==> src/design/ps2_cfg.svh <==
`ifndef PS2_CFG_SVH
`define PS2_CFG_SVH

// System clocks without a bit strobe before a partial frame is dropped
`define PS2_IDLE_TIMEOUT 2000

// Scan code set 2 prefix bytes
`define PS2_EXT_PREFIX   8'hE0
`define PS2_BREAK_PREFIX 8'hF0

`endif

==> src/design/ps2_pkg.sv <==
`default_nettype none

package ps2_pkg;

    typedef logic [7:0] scan_code_t;

    // One received frame with its status flags
    typedef struct packed {
        scan_code_t data;
        logic       parity_err;  // Ones over data and parity came out even
        logic       stop_err;    // Stop bit sampled low
    } ps2_frame_t;

    // Decoded key with its prefix flags
    typedef struct packed {
        scan_code_t code;
        logic       extended;    // E0 seen
        logic       released;    // F0 seen
    } key_event_t;

    typedef enum logic [1:0] {
        st_idle,
        st_data,
        st_parity,
        st_stop
    } frame_state_t;

endpackage

`default_nettype wire

==> src/design/ps2_frame_ctrl.sv <==
`timescale 1ns/10ps
`default_nettype none
`include "ps2_cfg.svh"

module ps2_frame_ctrl
    import ps2_pkg::*;
(
    input  wire        clk,
    input  wire        rst_n,
    input  wire        bit_strobe,
    input  wire        bit_value,
    output logic       frame_valid,
    output ps2_frame_t frame
);

    localparam int IDLE_W = $clog2(`PS2_IDLE_TIMEOUT);

    frame_state_t      state;
    logic [2:0]        bit_cnt;
    logic [IDLE_W-1:0] idle_cnt;
    scan_code_t        shift_reg;
    logic              parity_acc;  // Running XOR of data and parity bits

    // Control path
    always_ff @(posedge clk) begin
        frame_valid <= 1'b0;
        if (!rst_n) begin
            state    <= st_idle;
            bit_cnt  <= '0;
            idle_cnt <= '0;
        end else if (bit_strobe) begin
            idle_cnt <= '0;
            case (state)
                st_idle: begin
                    if (!bit_value) begin  // Start bit
                        state   <= st_data;
                        bit_cnt <= '0;
                    end
                end
                st_data: begin
                    bit_cnt <= bit_cnt + 3'd1;
                    if (bit_cnt == 3'd7) begin
                        state <= st_parity;
                    end
                end
                st_parity: state <= st_stop;
                st_stop: begin
                    state       <= st_idle;
                    frame_valid <= 1'b1;
                end
                default: state <= st_idle;
            endcase
        end else if (state != st_idle) begin
            // Device went quiet mid frame
            if (idle_cnt == IDLE_W'(`PS2_IDLE_TIMEOUT - 1)) begin
                state    <= st_idle;
                idle_cnt <= '0;
            end else begin
                idle_cnt <= idle_cnt + 1'b1;
            end
        end
    end

    // Data path
    always_ff @(posedge clk) begin
        if (bit_strobe) begin
            case (state)
                st_idle: parity_acc <= 1'b0;
                st_data: begin
                    shift_reg  <= {bit_value, shift_reg[7:1]};  // LSB first
                    parity_acc <= parity_acc ^ bit_value;
                end
                st_parity: parity_acc <= parity_acc ^ bit_value;
                st_stop: begin
                    frame.data       <= shift_reg;
                    frame.parity_err <= ~parity_acc;  // Odd parity expected
                    frame.stop_err   <= ~bit_value;
                end
                default: ;
            endcase
        end
    end

    // A frame only completes on the stop bit
    a_valid_after_stop : assert property (
        @(posedge clk) disable iff (!rst_n)
        frame_valid |-> $past(bit_strobe && state == st_stop));

endmodule

`default_nettype wire

==> src/design/ps2_key_decoder.sv <==
`timescale 1ns/10ps
`default_nettype none
`include "ps2_cfg.svh"

module ps2_key_decoder
    import ps2_pkg::*;
(
    input  wire        clk,
    input  wire        rst_n,
    input  wire        frame_valid,
    input  ps2_frame_t frame,
    output logic       key_valid,
    output key_event_t key_event,
    output logic       frame_error
);

    logic ext_flag;
    logic rel_flag;
    logic frame_bad;
    logic is_ext;
    logic is_break;

    assign frame_bad = frame.parity_err | frame.stop_err;
    assign is_ext    = frame.data == `PS2_EXT_PREFIX;
    assign is_break  = frame.data == `PS2_BREAK_PREFIX;

    // Prefix tracking and output pulses
    always_ff @(posedge clk) begin
        key_valid   <= 1'b0;
        frame_error <= 1'b0;
        if (!rst_n) begin
            ext_flag <= 1'b0;
            rel_flag <= 1'b0;
        end else if (frame_valid) begin
            if (frame_bad) begin
                frame_error <= 1'b1;
                ext_flag    <= 1'b0;  // Drop any pending prefix
                rel_flag    <= 1'b0;
            end else if (is_ext) begin
                ext_flag <= 1'b1;
            end else if (is_break) begin
                rel_flag <= 1'b1;
            end else begin
                key_valid <= 1'b1;
                ext_flag  <= 1'b0;
                rel_flag  <= 1'b0;
            end
        end
    end

    // Event payload loads only on a plain key
    always_ff @(posedge clk) begin
        if (frame_valid && !frame_bad && !is_ext && !is_break) begin
            key_event.code     <= frame.data;
            key_event.extended <= ext_flag;
            key_event.released <= rel_flag;
        end
    end

    // Each frame ends in at most one kind of output
    a_one_outcome : assert property (
        @(posedge clk) disable iff (!rst_n) !(key_valid && frame_error));

endmodule

`default_nettype wire

==> src/design/ps2_line_sync.sv <==
`timescale 1ns/10ps
`default_nettype none

module ps2_line_sync (
    input  wire  clk,
    input  wire  rst_n,
    input  wire  ps2_clk,
    input  wire  ps2_data,
    output logic bit_strobe,
    output logic bit_value
);

    logic clk_s1;
    logic clk_s2;
    logic clk_d;    // Previous synchronized clock level
    logic data_s1;
    logic data_s2;

    // Lines idle high, so reset to 1 to avoid a false edge
    always_ff @(posedge clk) begin
        if (!rst_n) begin
            clk_s1  <= 1'b1;
            clk_s2  <= 1'b1;
            clk_d   <= 1'b1;
            data_s1 <= 1'b1;
            data_s2 <= 1'b1;
        end else begin
            clk_s1  <= ps2_clk;
            clk_s2  <= clk_s1;
            clk_d   <= clk_s2;
            data_s1 <= ps2_data;
            data_s2 <= data_s1;
        end
    end

    always_ff @(posedge clk) begin
        if (!rst_n) begin
            bit_strobe <= 1'b0;
        end else begin
            bit_strobe <= clk_d & ~clk_s2;  // Falling edge
        end
    end

    // Data is stable around the falling edge
    always_ff @(posedge clk) begin
        bit_value <= data_s2;
    end

    // Strobe must stay a single pulse per ps2_clk fall
    a_strobe_single : assert property (
        @(posedge clk) disable iff (!rst_n) bit_strobe |=> !bit_strobe);

endmodule

`default_nettype wire

==> src/design/ps2_rx_top.sv <==
`timescale 1ns/10ps
`default_nettype none

module ps2_rx_top
    import ps2_pkg::*;
(
    input  wire        clk,
    input  wire        rst_n,
    input  wire        ps2_clk,
    input  wire        ps2_data,
    output logic       key_valid,
    output key_event_t key_event,
    output logic       frame_error
);

    logic       bit_strobe;
    logic       bit_value;
    logic       frame_valid;
    ps2_frame_t frame;

    ps2_line_sync u_line_sync (
        .clk        (clk),
        .rst_n      (rst_n),
        .ps2_clk    (ps2_clk),
        .ps2_data   (ps2_data),
        .bit_strobe (bit_strobe),
        .bit_value  (bit_value)
    );

    ps2_frame_ctrl u_frame_ctrl (
        .clk         (clk),
        .rst_n       (rst_n),
        .bit_strobe  (bit_strobe),
        .bit_value   (bit_value),
        .frame_valid (frame_valid),
        .frame       (frame)
    );

    ps2_key_decoder u_key_decoder (
        .clk         (clk),
        .rst_n       (rst_n),
        .frame_valid (frame_valid),
        .frame       (frame),
        .key_valid   (key_valid),
        .key_event   (key_event),
        .frame_error (frame_error)
    );

endmodule

`default_nettype wire

==> config.mk <==
export PLATFORM = sky130hd
export DESIGN_NAME = ps2_rx_top
export DESIGN_NICKNAME = d
export VERILOG_FILES = /design/src/design/ps2_pkg.sv /design/src/design/ps2_frame_ctrl.sv /design/src/design/ps2_key_decoder.sv /design/src/design/ps2_line_sync.sv /design/src/design/ps2_rx_top.sv
export VERILOG_INCLUDE_DIRS = /design/src /design/src/design
export SDC_FILE = /design/constraint.sdc
export NUM_CORES = 1
export LEC_CHECK = 0
export BUFFER_PORTS_ARGS = -buffer_cell sky130_fd_sc_hd__buf_2
export CORE_ASPECT_RATIO = 0.75
export CORE_UTILIZATION = 40
export DETAILED_ROUTE_END_ITERATION = 8
export GPL_TIMING_DRIVEN = 0
export HOLD_SLACK_MARGIN = 0.15
export SYNTH_ARGS = -nofsm -noshare
export SYNTH_HDL_FRONTEND = slang
export SYNTH_SLANG_ARGS = --single-unit
export TNS_END_PERCENT = 20
==> constraint.sdc <==
create_clock -name clk -period 2.62 [get_ports clk]
set_input_delay 0.131 -clock clk [delete_from_list [all_inputs] [get_ports clk]]
set_output_delay 0.131 -clock clk [all_outputs]
set_load 0.02 [all_outputs]
### Word level (Yosys, flattened, before mapping)

Index checks and enable logic that the tools add are counted.

| storage, ports and cells | value |
|---|---|
| register bits after elaboration | 57 |
| word-level logic and storage cells | 88 |

| operators by class | value |
|---|---|
| add/subtract/negate cells | 2 |
| equality and inequality tests | 12 |
| mux-type cells | 19 |
| bitwise operators | 8 |
| reduce and logical (&&, ||, !) cells | 24 |

Operators with widths:

| operator | count |
|---|---|
| 8-bit equality test, second input constant | 2 |
| 2-bit AND reduction | 7 |
| 11-bit by 1-bit adder with 11-bit output, second input constant | 1 |
| 11-bit equality test, second input constant | 1 |
| 11-bit 2-to-1 mux | 1 |
| 2-bit 2-to-1 mux | 5 |
| 2-bit nonzero test | 5 |
| 1-bit 2-to-1 mux | 9 |
| 2-bit case mux with 4 select lines | 1 |
| 3-bit case mux with 2 select lines | 1 |
| 1-bit inverter | 5 |
| 2-bit equality test, second input constant | 2 |
| 4-bit AND reduction | 1 |
| 2-bit OR reduction | 2 |
| 4-bit OR reduction | 1 |
| 3-bit by 1-bit adder with 3-bit output, second input constant | 1 |
| 3-bit equality test, second input constant | 1 |
| 1-bit logical AND | 3 |
| 1-bit zero test | 3 |
| 3-bit 2-to-1 mux | 1 |
| 3-bit by 1-bit inequality test with 1-bit output, second input constant | 1 |
| 3-bit by 2-bit inequality test with 1-bit output, second input constant | 1 |
| 3-bit inequality test, second input constant | 1 |
| 3-bit AND reduction | 1 |
| 8 further kinds | 8 |

### Depth between registers and ports, before layout

| logic depth | value |
|---|---|
| depth after elaboration | 5 |
| depth in mapped cells | 7 |
| mapped depth without buffers | 5 |

### Hierarchy

From an unflattened synthesis, not the netlist that was laid out.

| second synthesis, totals | value |
|---|---|
| cells, all modules | 160 |
| area total of the unflattened synthesis | 2130.8 um^2 |

By module, submodules not included:

| module | instances | cells each | area an instance (um^2) |
|---|---|---|---|
| ps2_frame_ctrl | 1 | 119 | 1495.2 |
| ps2_key_decoder | 1 | 28 | 455.4 |
| ps2_line_sync | 1 | 13 | 180.2 |

### Worst setup path after synthesis

No wires, ideal clock.

| timing | value |
|---|---|
| kind | register to register |
| start point | reg u_frame_ctrl.frame[7] (netlist name) |
| end point | reg u_key_decoder.key_event[0] (netlist name) |
| setup time | 0.434 ns |
| data arrival time | 2.283 ns |
| data required time | 2.186 ns |
| slack | -0.097 ns |
| cell stages (with the launch flop) | 3 |
| cells stage by stage | edfxtp_1 > nor3b_1 > a2111oi_0 |

| between the ends | value |
|---|---|
| word-level cells in the longest chain between the ends | 4 |
| elaborated cells between the ends (all ways) | 6 |
| those cells by class | eq/ne: 2; reduce/logical: 4 |

Ends and longest elaborated chain:

| element | RTL line | text |
|---|---|---|
| 8-bit equality test (no line) | - |  |
| 1-bit zero test | ps2_key_decoder.sv:53 | `if (frame_valid && !frame_bad && !is_ext && !is_break) begin` |
| 1-bit logical AND | ps2_key_decoder.sv:53 |  |
| 1-bit logical AND (*) | ps2_key_decoder.sv:53 |  |

Mark *: on every way between the ends. The rest lies on a longest branch, timed or not.
A chain may end at the register's enable or synchronous reset.

### Worst setup path after layout

| timing | value |
|---|---|
| start point | reg u_frame_ctrl.state[0] |
| end point | reg u_frame_ctrl.state[0] |

| between the ends | value |
|---|---|
| word-level cells in the longest chain between the ends | 3 |
| elaborated cells between the ends (all ways) | 11 |
| those cells by class | eq/ne: 5; mux: 2; reduce/logical: 4 |

Ends and longest elaborated chain:

| element | RTL line | text |
|---|---|---|
| start, declared | ps2_frame_ctrl.sv:18 | `frame_state_t state;` |
| start signal, assigned | ps2_frame_ctrl.sv:28 | `state <= st_idle;` |
| start signal, assigned | ps2_frame_ctrl.sv:36 | `state <= st_data;` |
| start signal, assigned | ps2_frame_ctrl.sv:43 | `state <= st_parity;` |
| 2-bit by 1-bit equality test with 1-bit output, or another cell as far along | ps2_frame_ctrl.sv:33 | `case (state)` |
| 3-bit by 2-bit inequality test with 1-bit output (no line), or another cell as far along | - |  |
| 4-bit AND reduction (no line) / 2-bit 2-to-1 mux (equally long branches) | - |  |

Parallel ways exist; a longest one is shown, timed or not.

==> results.env <==
HOLD_CLASS='register to register'
PATH_DELAY_FAMILY='simple AND/OR/NAND/NOR gates'
LARGEST_REGISTER_FFS=11
CRITICAL_PATH_PEAK_FANOUT=9
CTS-ROOT-TO-SINK-BUFFERS=2
INSERTION_DELAY_NS=0.34
POWER-PER-CELL-AREA_mW_PER_MM2=723.1
YS_TOP_CELLS_BY_AREA='edfxtp_1, dfxtp_1, ha_1'
TRITONCTS.NUM_BUFFERS=9
FINAL-HOLD-VIOLATION-COUNT=0
DP.FINAL_HPWL_UM=2334
FLOORPLAN.INITIALDENSITY_PCT=42.61
SETUP_VIOL=0
TOTALWIRELENGTH_UM=3359
RSZ0062_AT_GRT='false'
MET3ROUTEDLENGTH_UM=179
DRC=0
ANTENNA-DIODE-COUNT=0
DRIVE_GT1_SHARE_PCT=19.80
IO_BUFFER_COUNT=15
DRV_SLEW=0
AVGROUTEDWIREPERCELL_UM=12.49
AREA_GROWTH_SYN_TO_LAYOUT_PCT=21.34
IR_DROP_mV=0.5547
SYN_NETS=171
CLOCK_SINKS=57
CTS_ROOT_BUF='clkbuf_8'
SYNTH-EDFF-COUNT=29
LARGEST_NET_DEGREE_AT_THE_START_OF_GLOBAL_ROUTING=13
DIE_WIDTH_UM=86.35
DIE_H_UM=65.27
NET-SWITCHING-POWER_W=0.0003821
P_COMB_SHARE_PCT=1.4
DR_WL_MET2_UM=1516
SYN-MEAN-INSTANCE-AREA_UM2=13.34
SHARE_OF_THE_SYNTHESIZED_AREA_IN_THE_TOP_CELL_TYPE_PCT=40.80
YS_WARN_COUNT=0
FLOORPLAN.DIE_AREA_MM2=0.005636
CELL_WITH_THE_BIGGEST_INDIVIDUAL_DELAY_ON_THE_CRITICAL_PATH='nor4_1'
MAX_CAP_VIOLATIONS=0
CRITICAL_PATH_ARRIVAL_NS=2.02
DRT_ITER0_DRC=50
CRIT_PATH_END_KIND='register'
FINAL_COMMON_CELL='edfxtp_1'
CRIT_CHAIN='inv_1 > ha_1 > buf_4 > nand4b_4 > nor4_1 > o22ai_1'
ROUTABILITYCONGESTION=0.7422
SYNTH_TOP_FLOP_CELL='edfxtp_1'
CORE_MM2=0.005010
ROUTED_VIA_COUNT_DIVIDED_BY_CELL_COUNT=4.903
PWR-SHARE-SEQ_PCT=50.0
REPORT.POWER.TOTAL_W=0.001873
SYNTHESIS.INSTANCES=160
INTPOWER_W=0.001491
M1WIRELENGTH_UM=1625
CRITICAL_PATH.STARTPOINT_TYPE='register'
GRT.OVERFLOW.TOTAL=0
LAYOUT.FILLER_CELLS=448
POWER.SHARE.CLOCK_PCT=48.7
SYNTH.DISTINCT_CELLS=35
CTS_H_TREE_DEPTH=3
ACHIEVABLE_FREQUENCY_GHz=0.5489
CLK_PIN_SLEW_NS=0.07
NETLIST_AREA_MM2=0.002135
POSTSYNTH.ASYNCRESETSHARE_PCT=0
REGMOSTFLOPS='u_frame_ctrl.idle_cnt'
FIRST_PASS_GRT_WIRE_LENGTH_UM=5713
CRITICAL_PATH_BUF_INV_COUNT=2
DRT_FIRST_PASS_ITERS=4
TOTAL_LEAKAGE_POWER_nW=0.9787
SYNTH_SEQ_CELLS=57
LAYOUT.NETS=203
LARGESTREGISTERS='u_frame_ctrl.idle_cnt: 11 flops, u_frame_ctrl.frame: 10 flops, u_key_decoder.key_event: 10 flops'
NUM_ROWS=22
CRITPATHKIND='register to register'
IO_PINS=16
RESULT_OF_THE_RUN='completed'
SUMMED_NEGATIVE_SETUP_SLACK_OVER_ALL_ENDPOINTS_NS=0
FIN_SKEW_NS=0.008787
FIRST_GLOBAL_VIAS=1291
FINAL_CELL_MIX='edfxtp_1, dfxtp_1, buf_2, nor2_1, clkbuf_8'
SHARE_OF_THE_CLOCK_PERIOD_USED_BY_THE_WORST_PATH_PCT=69.54
GR-USAGE-ALL-LAYERS_PCT=13.98
CRITICAL-PATH-MAX-STAGE-DELAY_NS=0.42
GRT_ANTENNA_BEFORE_REPAIR=0
POST_CTS.RESIZED_INSTANCES=0
SWSHARE_PCT=20.40
WORST_SLEW_PIN_SLEW_NS=0.6485
POST_DETAILED_ROUTE_COUNT_OF_ANTENNA_VIOLATING_NETS=0
SEQUENTIAL_TO_TOTAL_AREA_SHARE_FROM_YOSYS_STAT_PCT=67.06
TRITONCTS='done'
MAXUSEDROUTINGLAYER='met4'
DATA_REQUIRED_TIME_AT_THE_WORST_ENDPOINT_NS=2.82
PERIOD_MINUS_SLACK_NS=1.822
NUM_VIAS=1319
TIMING.MAX_SLEW.REL_SLACK_PCT=56.69
SYNTHDOMINANTAREACELLTYPE='edfxtp_1'
metrics by stage:
step	hold WS (ns)	utilization [%]	cell area (um2)	std cells	setup WS, ns
6_report	0.3332	51.70	2590	269	0.7981
4_1_cts	0.3338	51.70	2590	269	0.8054
3_3_place_gp	0.3116	45.93	2301	247	0.03060
5_1_grt	0.3398	51.70	2590	269	0.6894
3_5_place_dp	0.3148	46.18	2313	248	0.8048
2_1_floorplan	0.2040	-	2136	160	0.3644
power groups by stage:
stage | Sequential, W | Clock (W) | Combinational [W]
after detailed placement | 0.000956 | 0 | 0.0000197
after global placement | 0.000955 | 0 | 0.0000189
final | 0.000936 | 0.000912 | 0.0000255
after global routing | 0.000936 | 0.000976 | 0.0000280
after CTS | 0.000936 | 0.000931 | 0.0000254
after floorplan | 0.000955 | 0 | 0.0000129
synthesized netlist by cell type (all sizes together), types with 5 or more instances:
master  number
nor2b        5
nor2        10
dfxtp       28
nand2        5
ha           7
a21oi        7
nand2b       6
edfxtp      29
o21ai        8
inv          6
layout make-up:
| type | instances | area, um2 | area share, % |
|---|---|---|---|
| Clock inverter | 7 | 102.6 | 3.961 |
| Clock buffer | 9 | 123.9 | 4.783 |
| Multi-Input combinational cell | 94 | 668.1 | 25.80 |
| Inverter | 6 | 22.52 | 0.8696 |
| Buffer | 3 | 18.77 | 0.7246 |
| Timing Repair Buffer | 21 | 132.6 | 5.121 |
| Tap cell | 72 | 90.09 | 3.478 |
| Sequential cell | 57 | 1431 | 55.27 |
layer usage:
layer,track usage (%),vias up
met5,0,-
met4,5.208,0
met3,7.161,6
met2,21.92,23
met1,16.42,633
li1,-,657
cell families after synthesis:
kind of cell / synth area share (%)
buf+inv: 1.934
flops: 67.06
fa+ha+maj: 4.103
xor+xnor: 2.051
simple gates: 14.95
compound gates: 9.437
mux: 0.4690
repair_timing:
action,in CTS,in global routing
hold buffers,5,0
setup buffers,0,0
endpoints found under the hold margin,7,0
worst paths after layout:
check | start | end | slack, ns | depth (start not counted)
worst max-delay path | u_frame_ctrl.state[0] | u_frame_ctrl.state[0] | 0.80 | 6
worst min-delay path | u_line_sync.data_s2 | u_line_sync.bit_value | 0.33 | 0
worst max register to register | u_frame_ctrl.state[0] | u_frame_ctrl.state[0] | 0.80 | 6
worst min register to register | u_line_sync.data_s2 | u_line_sync.bit_value | 0.33 | 0
(Power assumes the default switching activity.)
